## config.mk

```make
export PLATFORM = sky130hd
export DESIGN_NAME = align_buffer_top
export DESIGN_NICKNAME = d
export VERILOG_FILES = /design/src/common/fetch_bus_pkg.sv /design/src/common/align_pkg.sv /design/src/align_buffer/align_buffer_top.sv /design/src/align_buffer/fetch_credit_ctrl.sv /design/src/align_buffer/instr_aligner.sv /design/src/align_buffer/word_store.sv
export VERILOG_INCLUDE_DIRS = /design/src /design/src/common
export SDC_FILE = /design/constraint.sdc
export NUM_CORES = 1
export LEC_CHECK = 0
export ABC_AREA = 0
export BUFFER_PORTS_ARGS = -buffer_cell sky130_fd_sc_hd__buf_2
export CAP_MARGIN = 20
export CORE_ASPECT_RATIO = 1.5
export CORE_MARGIN = 10
export CORE_UTILIZATION = 50
export DETAILED_ROUTE_END_ITERATION = 10
export GPL_TIMING_DRIVEN = 0
export PLACE_DENSITY_LB_ADDON = 0.1
export SETUP_SLACK_MARGIN = 0.05
export SLEW_MARGIN = 20
export SYNTH_ARGS = -nofsm -noshare
export SYNTH_HDL_FRONTEND = slang
export SYNTH_SLANG_ARGS = --single-unit
```

## constraint.sdc

```tcl
create_clock -name clk -period 4.4 [get_ports clk]
set_clock_uncertainty 0.2 [all_clocks]
set_input_delay 0.66 -clock clk [delete_from_list [all_inputs] [get_ports clk]]
set_output_delay 0.66 -clock clk [all_outputs]
set_load 0.02 [all_outputs]
```

## src/common/align_params.svh

```systemverilog
`ifndef ALIGN_PARAMS_SVH
`define ALIGN_PARAMS_SVH

// Word entries held in the alignment store
`define ALIGN_DEPTH 3

// Maximum number of requests in flight towards memory
`define ALIGN_CREDITS 2

// Memory word and instruction parcel widths
`define ALIGN_WORD_W 32
`define ALIGN_HALF_W 16

`endif

```

## src/common/fetch_bus_pkg.sv

```systemverilog
`include "align_params.svh"

// Memory side of the fetch path
package fetch_bus_pkg;

  // One aligned memory word
  typedef logic [`ALIGN_WORD_W-1:0] word_t;

  // Byte address, same width as a word on this core
  typedef logic [`ALIGN_WORD_W-1:0] addr_t;

  // Request towards instruction memory
  typedef struct packed {
    logic  valid;
    // Marks the first request of a new stream
    logic  branch;
    // Always word aligned
    addr_t addr;
  } fetch_req_t;

  // Response from instruction memory, in request order
  typedef struct packed {
    logic  valid;
    word_t word;
  } fetch_rsp_t;

endpackage

```

## src/common/align_pkg.sv

```systemverilog
`include "align_params.svh"

// Instruction side of the alignment buffer
package align_pkg;

  // One 16-bit instruction parcel
  typedef logic [`ALIGN_HALF_W-1:0] half_t;

  // Instruction container, upper half unused when compressed
  typedef logic [`ALIGN_WORD_W-1:0] instr_t;

  // Instruction handed to decode
  typedef struct packed {
    logic                 valid;
    instr_t               instr;
    fetch_bus_pkg::addr_t addr;
  } instr_out_t;

  // Controller inputs
  typedef struct packed {
    logic                 fetch_enable;
    // Clears buffered state and restarts at redirect_addr
    logic                 redirect;
    fetch_bus_pkg::addr_t redirect_addr;
  } align_ctrl_t;

  // Position of the write side relative to instruction boundaries
  typedef enum logic [1:0] {
    ALIGNED,
    UNALIGNED_SKIP,
    UNALIGNED_PART
  } fill_state_e;

endpackage

```

## src/align_buffer/align_buffer_top.sv

```systemverilog
`timescale 1ns/1ns

module align_buffer_top (
  input  logic                      clk,
  input  logic                      rst_n,

  // Controller
  input  align_pkg::align_ctrl_t    ctrl_i,

  // Instruction memory
  output fetch_bus_pkg::fetch_req_t req_o,
  input  logic                      req_ready_i,
  input  fetch_bus_pkg::fetch_rsp_t rsp_i,

  // Decode stage
  output align_pkg::instr_out_t     instr_o,
  input  logic                      instr_ready_i
);

  import fetch_bus_pkg::*;

  // Response accepted into the buffer (stale words filtered out)
  logic  accept;
  // Instruction handed to decode this cycle
  logic  pop;
  // Head word fully consumed
  logic  advance;

  // Store read side
  word_t head_word;
  logic  head_valid;
  word_t next_word;
  logic  next_valid;

  ////////////////////////////////////////////////////////////
  // Request and credit control
  fetch_credit_ctrl credit0 (
    .clk         (clk),
    .rst_n       (rst_n),
    .ctrl_i      (ctrl_i),
    .req_o       (req_o),
    .req_ready_i (req_ready_i),
    .rsp_i       (rsp_i),
    .pop_i       (pop),
    .accept_o    (accept)
  );

  ////////////////////////////////////////////////////////////
  // Word storage
  word_store store0 (
    .clk          (clk),
    .rst_n        (rst_n),
    .redirect_i   (ctrl_i.redirect),
    .rsp_i        (rsp_i),
    .accept_i     (accept),
    .advance_i    (advance),
    .head_o       (head_word),
    .head_valid_o (head_valid),
    .next_o       (next_word),
    .next_valid_o (next_valid)
  );

  ////////////////////////////////////////////////////////////
  // Alignment towards decode
  instr_aligner aligner0 (
    .clk           (clk),
    .rst_n         (rst_n),
    .ctrl_i        (ctrl_i),
    .rsp_i         (rsp_i),
    .accept_i      (accept),
    .head_i        (head_word),
    .head_valid_i  (head_valid),
    .next_i        (next_word),
    .next_valid_i  (next_valid),
    .instr_o       (instr_o),
    .instr_ready_i (instr_ready_i),
    .pop_o         (pop),
    .advance_o     (advance)
  );

endmodule

```

## src/align_buffer/fetch_credit_ctrl.sv

```systemverilog
`timescale 1ns/1ns
`include "align_params.svh"

module fetch_credit_ctrl (
  input  logic                      clk,
  input  logic                      rst_n,
  input  align_pkg::align_ctrl_t    ctrl_i,
  output fetch_bus_pkg::fetch_req_t req_o,
  input  logic                      req_ready_i,
  input  fetch_bus_pkg::fetch_rsp_t rsp_i,
  input  logic                      pop_i,
  output logic                      accept_o
);

  import fetch_bus_pkg::*;
  import align_pkg::*;

  localparam int unsigned CNT_W  = $clog2(`ALIGN_CREDITS + 1);
  // Two instructions per word at most
  localparam int unsigned ICNT_W = $clog2(2 * `ALIGN_DEPTH + 1);

  logic [CNT_W-1:0]  outstanding_q, outstanding_n;
  logic [CNT_W-1:0]  flush_q, flush_n;
  logic [ICNT_W-1:0] instr_cnt_q, instr_cnt_n, instr_cnt_adj;
  logic [1:0]        n_incoming;
  logic              pop_q;
  logic              req_fire;
  fill_state_e       fill_q, fill_n;
  addr_t             target_word;
  addr_t             fetch_addr_q;

  ////////////////////////////////////////////////////////////
  // Request side
  assign target_word   = {ctrl_i.redirect_addr[31:2], 2'b00};
  // Pops reach the count one cycle late
  assign instr_cnt_adj = instr_cnt_q - ICNT_W'(pop_q);

  // Fetch only when the buffer is about to run dry
  assign req_o.valid  = ctrl_i.fetch_enable && (outstanding_q < CNT_W'(`ALIGN_CREDITS)) &&
                        (ctrl_i.redirect || (instr_cnt_adj == '0) ||
                         ((instr_cnt_adj == ICNT_W'(1)) && (outstanding_q == '0)));
  assign req_o.branch = ctrl_i.redirect;
  assign req_o.addr   = ctrl_i.redirect ? target_word : fetch_addr_q;
  assign req_fire     = req_o.valid && req_ready_i;

  // Stale words and words racing a redirect never enter the buffer
  assign accept_o = rsp_i.valid && (flush_q == '0) && !ctrl_i.redirect;

  always_comb begin
    outstanding_n = outstanding_q + CNT_W'(req_fire) - CNT_W'(rsp_i.valid);
    flush_n       = flush_q;
    if (ctrl_i.redirect) begin
      // Everything still in flight belongs to the old stream
      flush_n = outstanding_q - CNT_W'(rsp_i.valid);
    end else if (rsp_i.valid && (flush_q != '0)) begin
      flush_n = flush_q - CNT_W'(1);
    end
  end

  ////////////////////////////////////////////////////////////
  // Complete instructions per accepted word
  always_comb begin
    fill_n     = fill_q;
    n_incoming = 2'd0;
    if (ctrl_i.redirect) begin
      fill_n = ctrl_i.redirect_addr[1] ? UNALIGNED_SKIP : ALIGNED;
    end else if (accept_o) begin
      case (fill_q)
        ALIGNED: begin
          if (rsp_i.word[1:0] == 2'b11) begin
            n_incoming = 2'd1;
          end else if (rsp_i.word[17:16] == 2'b11) begin
            // Upper half opens a split instruction
            n_incoming = 2'd1;
            fill_n     = UNALIGNED_PART;
          end else begin
            n_incoming = 2'd2;
          end
        end
        UNALIGNED_SKIP: begin
          // Lower half lies before the branch target
          if (rsp_i.word[17:16] == 2'b11) begin
            fill_n = UNALIGNED_PART;
          end else begin
            n_incoming = 2'd1;
            fill_n     = ALIGNED;
          end
        end
        default: begin
          // Lower half closes the pending split instruction
          if (rsp_i.word[17:16] == 2'b11) begin
            n_incoming = 2'd1;
          end else begin
            n_incoming = 2'd2;
            fill_n     = ALIGNED;
          end
        end
      endcase
    end
  end

  assign instr_cnt_n = ctrl_i.redirect ? '0 :
                       instr_cnt_q + ICNT_W'(n_incoming) - ICNT_W'(pop_q);

  always_ff @(posedge clk or negedge rst_n) begin
    if (!rst_n) begin
      outstanding_q <= '0;
      flush_q       <= '0;
      instr_cnt_q   <= '0;
      pop_q         <= 1'b0;
      fill_q        <= ALIGNED;
      fetch_addr_q  <= '0;
    end else begin
      outstanding_q <= outstanding_n;
      flush_q       <= flush_n;
      instr_cnt_q   <= instr_cnt_n;
      pop_q         <= pop_i;
      fill_q        <= fill_n;
      // Sequential fetch address follows the last request made
      if (ctrl_i.redirect) begin
        fetch_addr_q <= req_fire ? target_word + 32'd4 : target_word;
      end else if (req_fire) begin
        fetch_addr_q <= fetch_addr_q + 32'd4;
      end
    end
  end

endmodule

```

## src/align_buffer/instr_aligner.sv

```systemverilog
`timescale 1ns/1ns

module instr_aligner (
  input  logic                      clk,
  input  logic                      rst_n,
  input  align_pkg::align_ctrl_t    ctrl_i,
  input  fetch_bus_pkg::fetch_rsp_t rsp_i,
  input  logic                      accept_i,
  input  fetch_bus_pkg::word_t      head_i,
  input  logic                      head_valid_i,
  input  fetch_bus_pkg::word_t      next_i,
  input  logic                      next_valid_i,
  output align_pkg::instr_out_t     instr_o,
  input  logic                      instr_ready_i,
  output logic                      pop_o,
  output logic                      advance_o
);

  import fetch_bus_pkg::*;
  import align_pkg::*;

  addr_t addr_q, addr_n;
  addr_t word_next;
  word_t aligned_word;
  half_t upper_half;
  half_t second_half;
  logic  any_valid;
  logic  split_valid;
  logic  aligned_is_c;
  logic  unaligned_is_c;

  ////////////////////////////////////////////////////////////
  // Source selection
  // Aligned data sits in the head entry, else comes straight from memory
  assign aligned_word = head_valid_i ? head_i : rsp_i.word;
  assign upper_half   = aligned_word[31:16];
  // Second half of a split instruction
  assign second_half  = next_valid_i ? next_i[15:0] : rsp_i.word[15:0];

  assign any_valid   = head_valid_i || accept_i;
  // Head alone cannot hold both halves of a split instruction
  assign split_valid = next_valid_i || (head_valid_i && accept_i);

  // Only meaningful while any_valid is high
  assign aligned_is_c   = aligned_word[1:0] != 2'b11;
  assign unaligned_is_c = aligned_word[17:16] != 2'b11;

  ////////////////////////////////////////////////////////////
  // Output to decode
  always_comb begin
    instr_o.addr  = addr_q;
    instr_o.instr = aligned_word;
    instr_o.valid = any_valid;
    if (addr_q[1]) begin
      instr_o.instr = {second_half, upper_half};
      instr_o.valid = unaligned_is_c ? any_valid : split_valid;
    end
    // Buffered words are stale once a redirect is seen
    if (ctrl_i.redirect) begin
      instr_o.valid = 1'b0;
    end
  end

  assign pop_o = instr_o.valid && instr_ready_i;

  ////////////////////////////////////////////////////////////
  // Address stepping
  assign word_next = {addr_q[31:2], 2'b00} + 32'd4;

  always_comb begin
    if (addr_q[1]) begin
      // Unaligned, always leaves the head word
      addr_n = unaligned_is_c ? word_next : {word_next[31:2], 2'b10};
    end else begin
      addr_n = aligned_is_c ? {addr_q[31:2], 2'b10} : word_next;
    end
  end

  // Head is used up unless an aligned compressed one leaves its upper half
  assign advance_o = pop_o && (addr_q[1] || !aligned_is_c);

  always_ff @(posedge clk or negedge rst_n) begin
    if (!rst_n) begin
      addr_q <= '0;
    end else if (ctrl_i.redirect) begin
      addr_q <= ctrl_i.redirect_addr;
    end else if (pop_o) begin
      addr_q <= addr_n;
    end
  end

endmodule

```

## src/align_buffer/word_store.sv

```systemverilog
`timescale 1ns/1ns
`include "align_params.svh"

module word_store (
  input  logic                      clk,
  input  logic                      rst_n,
  input  logic                      redirect_i,
  input  fetch_bus_pkg::fetch_rsp_t rsp_i,
  input  logic                      accept_i,
  input  logic                      advance_i,
  output fetch_bus_pkg::word_t      head_o,
  output logic                      head_valid_o,
  output fetch_bus_pkg::word_t      next_o,
  output logic                      next_valid_o
);

  import fetch_bus_pkg::*;

  localparam int unsigned PTR_W = $clog2(`ALIGN_DEPTH);

  word_t                 mem_q [`ALIGN_DEPTH];
  logic [`ALIGN_DEPTH-1:0] valid_q, valid_n;
  logic [PTR_W-1:0]      wptr_q, rptr_q;
  logic [PTR_W-1:0]      wptr_inc, rptr_inc;

  ////////////////////////////////////////////////////////////
  // Pointer stepping with wrap at the last entry
  assign wptr_inc = (wptr_q == PTR_W'(`ALIGN_DEPTH - 1)) ? '0 : wptr_q + PTR_W'(1);
  assign rptr_inc = (rptr_q == PTR_W'(`ALIGN_DEPTH - 1)) ? '0 : rptr_q + PTR_W'(1);

  // Head and the entry behind it
  assign head_o       = mem_q[rptr_q];
  assign head_valid_o = valid_q[rptr_q];
  assign next_o       = mem_q[rptr_inc];
  assign next_valid_o = valid_q[rptr_inc];

  always_comb begin
    valid_n = valid_q;
    // Set before clear, a word consumed through the bypass never stays valid
    if (accept_i) begin
      valid_n[wptr_q] = 1'b1;
    end
    if (advance_i) begin
      valid_n[rptr_q] = 1'b0;
    end
    if (redirect_i) begin
      valid_n = '0;
    end
  end

  ////////////////////////////////////////////////////////////
  // Control state
  always_ff @(posedge clk or negedge rst_n) begin
    if (!rst_n) begin
      valid_q <= '0;
      wptr_q  <= '0;
      rptr_q  <= '0;
    end else begin
      valid_q <= valid_n;
      if (redirect_i) begin
        wptr_q <= '0;
        rptr_q <= '0;
      end else begin
        if (accept_i) begin
          wptr_q <= wptr_inc;
        end
        if (advance_i) begin
          rptr_q <= rptr_inc;
        end
      end
    end
  end

  // Word payload
  always_ff @(posedge clk) begin
    if (accept_i) begin
      mem_q[wptr_q] <= rsp_i.word;
    end
  end

endmodule

```

## After elaboration in Yosys (flattened, before gate mapping)

Memory sizes are Yosys's and may differ from the RTL's.
Cells that the tools add are included.

| operators by class | value |
|---|---|
| add/subtract/negate cells | 12 |
| $lt $le $gt $ge | 6 |
| eq/ne operators | 12 |
| mux-type cells | 50 |
| bitwise gates (word level) | 3 |
| reduce and logical (&&, ||, !) cells | 31 |

Operator list:

| cell | count |
|---|---|
| $mux 32 | 9 |
| $add 32x3->32 const B | 3 |
| $mux 2 | 19 |
| $mux 33 | 1 |
| $mux 16 | 1 |
| $logic_and 1x1->1 | 12 |
| $mux 3 | 4 |
| $reduce_bool 2->1 | 6 |
| $mux 1 | 10 |
| $lt 2x3->1 const B | 3 |
| $eq 2x2->1 const B | 4 |
| $pmux 2 s2 | 2 |
| $logic_not 2->1 | 3 |
| $ne 3x2->1 const B | 2 |
| $sub 3x1->3 | 2 |
| $logic_or 1x1->1 | 5 |
| $add 2x1->2 const B | 2 |
| $bmux 1 s2 | 2 |
| $demux 1 s2 | 2 |
| $ge 2x1->1 const B | 2 |
| $ne 2x2->1 const B | 2 |
| $ne 4x4->1 const B | 1 |
| $reduce_and 4->1 | 1 |
| $sub 2x1->2 | 2 |
| 13 further kinds | 14 |

| word-level totals | value |
|---|---|
| bits in registers | 81 |
| RAM bits | 96 |
| input bits | 71 |
| output and inout port bits | 99 |
| word-level logic and storage cells | 126 |
| memories | 1 |

Memory list:

| name | words | bits a word | read ports | clocked after Yosys merged registers in | write ports | line | text |
|---|---|---|---|---|---|---|---|
| store0.mem_q | 3 | 32 | 2 | 0 | 1 | word_store.sv:21 | `` word_t mem_q [`ALIGN_DEPTH]; `` |

## Logic depth before layout (Yosys ltp)

| depth | value |
|---|---|
| depth after elaboration | 12 |
| depth in mapped cells | 10 |
| gate-level depth less buffers | 10 |

## By module

A second synthesis with hierarchy kept.

| second synthesis, totals | value |
|---|---|
| cell total of the unflattened synthesis | 1068 |
| area, all modules | 11151.9 µm² |

By module, submodules not included:

| module | times used | cells each | area each (µm²) | seq. area each (µm²) |
|---|---|---|---|---|
| word_store | 1 | 348 | 4573.1 | 3057.9 |
| fetch_credit_ctrl | 1 | 373 | 3573.4 | 1001.0 |
| instr_aligner | 1 | 347 | 3005.4 | 800.8 |

## Least setup slack after synthesis

No wires, ideal clock.

| timing path | value |
|---|---|
| path kind | in2reg |
| from | in ctrl_i[32] in the netlist's numbering |
| to | reg store0.valid_q[2] |
| library setup time | 0.089 ns |
| arrival | 3.989 ns |
| data required time | 4.111 ns |
| setup slack | 0.122 ns |
| stages on the path | 6 |
| buffers on the path | 1 |
| cells stage by stage | clkbuf_1 inv_1 nand3_1 nor3b_1 o21ai_0 a31oi_1 |

| between the ends | value |
|---|---|
| cells in the longest elaborated chain, start to end | 11 |
| elaborated cells between the ends (all ways) | 14 |
| those cells by class | mux: 6; bitwise: 1; reduce/logical: 7 |

Ends and longest elaborated chain:

| item | line | text |
|---|---|---|
| start: declaration | align_buffer_top.sv:8 | `input align_pkg::align_ctrl_t ctrl_i,` |
| $logic_not 1->1 | fetch_credit_ctrl.sv:47 | `assign accept_o = rsp_i.valid && (flush_q == '0) && !ctrl_i.redirect;` |
| $logic_and 1x1->1 | fetch_credit_ctrl.sv:47 |  |
| $logic_and 1x1->1 | instr_aligner.sv:42 | `assign split_valid = next_valid_i \|\| (head_valid_i && accept_i);` |
| $logic_or 1x1->1 | instr_aligner.sv:42 |  |
| $mux 1 | instr_aligner.sv:56 | `instr_o.valid = unaligned_is_c ? any_valid : split_valid;` |
| $mux 33 | instr_aligner.sv:54 | `if (addr_q[1]) begin` |
| $mux 1 | instr_aligner.sv:59 | `if (ctrl_i.redirect) begin` |
| $logic_and 1x1->1 | instr_aligner.sv:64 | `assign pop_o = instr_o.valid && instr_ready_i;` |
| $logic_and 1x1->1 | instr_aligner.sv:80 | `assign advance_o = pop_o && (addr_q[1] \|\| !aligned_is_c);` |
| $mux 3 | word_store.sv:43 | `if (advance_i) begin` |
| $mux 3 * | word_store.sv:46 | `if (redirect_i) begin` |
| net store0.valid_n[2] | word_store.sv:22 | `` logic [`ALIGN_DEPTH-1:0] valid_q, valid_n; `` |
| end signal: assignment | word_store.sv:59 | `valid_q <= valid_n;` |
| end: declaration | word_store.sv:22 |  |

Mark *: on every way through the listed nets, which the timed path passes. The rest lies on a longest branch.
A chain may end at the register's enable or synchronous reset.

==> summary.md <==
| Metric | Value |
|---|---|
| Status | `finished, final reports clean` |
| Area delta synth->final | `18.6%` |
| Drt pass-1 iters | `5` |
| Port bufs | `between 150 and 200` |
| GPL Wtd Cong | `0.930` |
| Final max-slew violation count | `0` |
| Crit Path Category | `reg2out` |
| Clk root buf | `clkbuf_16` |
| Mean post-synth cell area | `9.81 sq um` |
| Cell depth of the worst hold path | `3` |
| Worst-skew pair later-pin latency | `0.44 ns` |
| Avg Vias per Cell | `6.02` |
| Final setup viols | `0` |
| Max-slew headroom | `34.5%` |
| Antenna Violating Nets Remaining | `0` |
| Yosys Warn Count | `0` |
| Residual DRC | `0` |
| Data required, critical path | `~3.5 ns` |
| IO Pins | `170` |
| Cell Count, Final, Fillers Out | `about 1500` |
| Pwr Density | `398 nW/um^2` |
| Crit end category | `output pin` |
| FF-to-FF setup slack | `1.40 ns` |
| Multi-input logic area | `about 5000 sq um` |
| Least-Margin Pin Slew | `a little under 1 ns` |
| Hold path startpoint | `ctrl_i[0]` |
| Placed Cells | `around 1500` |
| # Post-CTS Setup Buffers | `0` |
| Hold endpoint | `aligner0.addr_q[0]` |
| Leading area contributor after synthesis | `edfxtp_1` |
| Worst setup margin | `0.433 ns` |
| Reg2reg start | `credit0.pop_q` |
| Synth area leaders | `edfxtp_1 (28%), dfrtp_1 (19%), mux2i_1 (8.3%)` |
| Class of the worst hold path | `in2reg` |
| RSZ-0062 raised after global routing | `no` |
| Number of flops mapped to enable cells by yosys | `96` |
| Avg WL per Cell | `approximately 22 um` |
| Seq/Total Area, Yosys | `47.4%` |
| TritonCTS clock tree | `built` |
| Core Rows | `64` |
| DR vias | `9158` |
| Deepest clock path buffer count | `2` |
| Final HPWL DP | `around 26000 um` |
| Antenna cells | `0` |
| Initial Util | `50.6%` |
| Leak | `4.66 nW` |
| Clock sinks | `175` |
| Fmax | `252 MHz` |
| Largest net degree at the start of global routing | `53` |
| H-tree levels | `4` |
| Total power | `just under 5 mW` |
| Syn Std Cell Area | `approximately 10000 sq um` |
| Core box area | `20300 sq um` |
| Total GRT Usage | `between 20% and 30%` |
| Final net count | `1328` |
| Grt total ovfl | `0` |
| DR iter-0 viols | `734` |
| Max VDD drop | `0.254 mV` |
| Startpoint types | `flip-flop` |
| Vias in the first global route | `9631` |
| Initial antenna violation count | `0` |
| Clock Pin Slew Worst Setup and Hold Paths | `around 0.070 ns` |
| Post-synthesis async set-or-reset flop share | `45.1%` |
| Hold-fix buffers at CTS | `1` |
| First-pass GRT wire length | `52800 um` |
| Yosys reg bits | `between 150 and 200` |
| Die width | `137 um` |
| Hold WS | `0.235 ns` |
| Synth top area share | `28.1%` |
| CTS buffer count | `17` |
| Reg area | `between 4000 and 5000 sq um` |
| Fillers | `1815` |
| Worst-path fanout max | `10` |
| Die H | `195 um` |
| Post-CTS sizing | `0` |
| Reg-to-reg critical path endpoint | `credit0.fetch_addr_q[31]` |
| Max cap viols | `0` |
| Distinct cells, synth | `between 50 and 60` |
| Final Critical Period | `between 3 and 4 ns` |
| Cell count after synthesis | `1045` |
| WL final | `around 34000 um` |
| Period utilization | `between 90% and 100%` |
| Final hold vios | `0` |
| Top_reg_cell synth | `edfxtp_1` |
| R2R depth | `9` |
| Die Area | `approximately 27000 sq um` |
| Layout cell share with drive strength beyond 1 | `20.7%` |
| Place WS | `0.615 ns` |
| WP data arrival | `3.11 ns` |
[power breakdown]
| part | switching, mW | internal (mW) |
|---|---|---|
| Combinational | 0.845 | 0.472 |
| Sequential | 0.127 | 1.88 |
| Clock | 0.693 | 0.822 |
[per-stage QoR]
| step | utilization (%) | TNS (ns) | instance area (sq um) |
|---|---|---|---|
| finish | 60.0 | 0 | 12200 |
| global route | 60.0 | 0 | 12200 |
| CTS | 60.0 | 0 | 12200 |
| detailed placement | 57.1 | 0 | 11600 |
| global placement | 56.3 | -205.85 | 11400 |
| floorplan | - | 0 | 10300 |
[metal layers]
| layer | vias up | GRT usage [%] | part of all wire [%] |
|---|---|---|---|
| li1 | 4240 | - | - |
| met1 | 4405 | 28.3 | 37 |
| met2 | 417 | 43.1 | 51 |
| met3 | 96 | 4.70 | 6.2 |
| met4 | 0 | 16.2 | 6.1 |
| met5 | - | 0 | 0 |
[final cells by class]
type                            instances  area share (%)
Multi-Input combinational cell        777            41.2
Clock buffer                           19            3.72
Clock inverter                         13            1.06
Buffer                                 65            2.35
Sequential cell                       175            40.0
Inverter                               29           0.895
Timing Repair Buffer                  180            8.06
Tap cell                              264            2.72
[cells in the mapped netlist (all sizes together), types with 2 or more instances]
library cell and count:
or4 24, a211oi 17, ha 11, o41ai 2, nand2b 4, o21a 6
nor3b 4, dfrtp 79, inv 29, nor2 147, and3b 2, o31a 2
nor2b 2, nand4 22, and4 6, o31ai 22, o21ai 32, or4b 2
and3 18, nand3b 2, xor2 15, mux2i 85, clkbuf 46, and2 4
nor3 22, nor4 6, or2 3, xnor2 44, mux2 27, edfxtp 96
a21oi 102, a31oi 27, nand3 36, nand2 61, buf 19, o211ai 6
or3 3
[placed cells by master (no fill, tap or decap), types with 3 or more instances in the layout]
master,Yosys,routed
a211oi_1,17,17
a21oi_1,102,102
a31oi_1,27,27
and2_1,4,4
and3_1,18,18
and4_1,6,6
buf_1,9,9
buf_2,3,168
buf_4,5,13
buf_6,2,7
clkbuf_1,45,45
clkbuf_16,0,17
clkinv_4,0,3
dfrtp_1,79,79
edfxtp_1,96,96
ha_1,11,11
inv_1,29,29
inv_6,0,6
mux2_2,25,25
mux2i_1,85,85
nand2_1,61,61
nand2b_1,4,4
nand3_1,36,36
nand4_1,21,21
nor2_1,147,147
nor3_1,22,21
nor4_1,6,6
o211ai_1,5,5
o21a_1,5,5
o21ai_0,32,32
o31ai_1,22,22
or2_2,3,3
or3_1,3,3
or4_1,23,23
xnor2_1,44,44
xor2_1,15,15
[state kept, by name, summed over array words and instances, names as in the netlist, 3 cells and up]
signal	count
credit0.instr_cnt_q	3
credit0.fetch_addr_q	30
store0.valid_q	3
aligner0.addr_q	32
store0.mem_q	96
[worst max-delay path, stage by stage (launching register included)]
cell and delay, ns:
dfrtp_1 0.34, buf_6 0.15, buf_2 0.34, buf_1 0.75
mux2i_1 0.27, nor2_1 0.05, a21oi_1 0.14, nor2_1 0.05
a21oi_1 0.24, a21oi_1 0.13, buf_2 0.20
[worst max-delay path by stage]
stage                     startpoint                 to  slack, ns  depth (start not counted)
finish              store0.rptr_q[0]        instr_o[47]       0.43                         10
global route        store0.rptr_q[0]        instr_o[46]       0.24                         10
CTS                 store0.rptr_q[0]        instr_o[57]       0.43                         10
detailed placement        ctrl_i[32]           req_o[5]       0.62                          7
global placement          ctrl_i[32]  store0.valid_q[1]      -2.44                          7
floorplan                 ctrl_i[32]  store0.valid_q[2]       0.12                          6
[cell families (layout without fill, tap and decap cells)]
kind of cell               after synthesis  after routing  share of synthesized area, %
AOI/OAI and AO/OA                      221            221                          13.0
xor gates and xnor gates                59             59                          5.04
adders and majority gates               12             12                          1.54
buffers and inverters                   94            306                          3.84
DFF                                    175            175                          47.4
muxes                                  113            113                          11.5
other                                    1              2                        0.0366
and+or+nand+nor                        370            370                          17.7
Note: power is estimated with default switching activity, not from simulation.
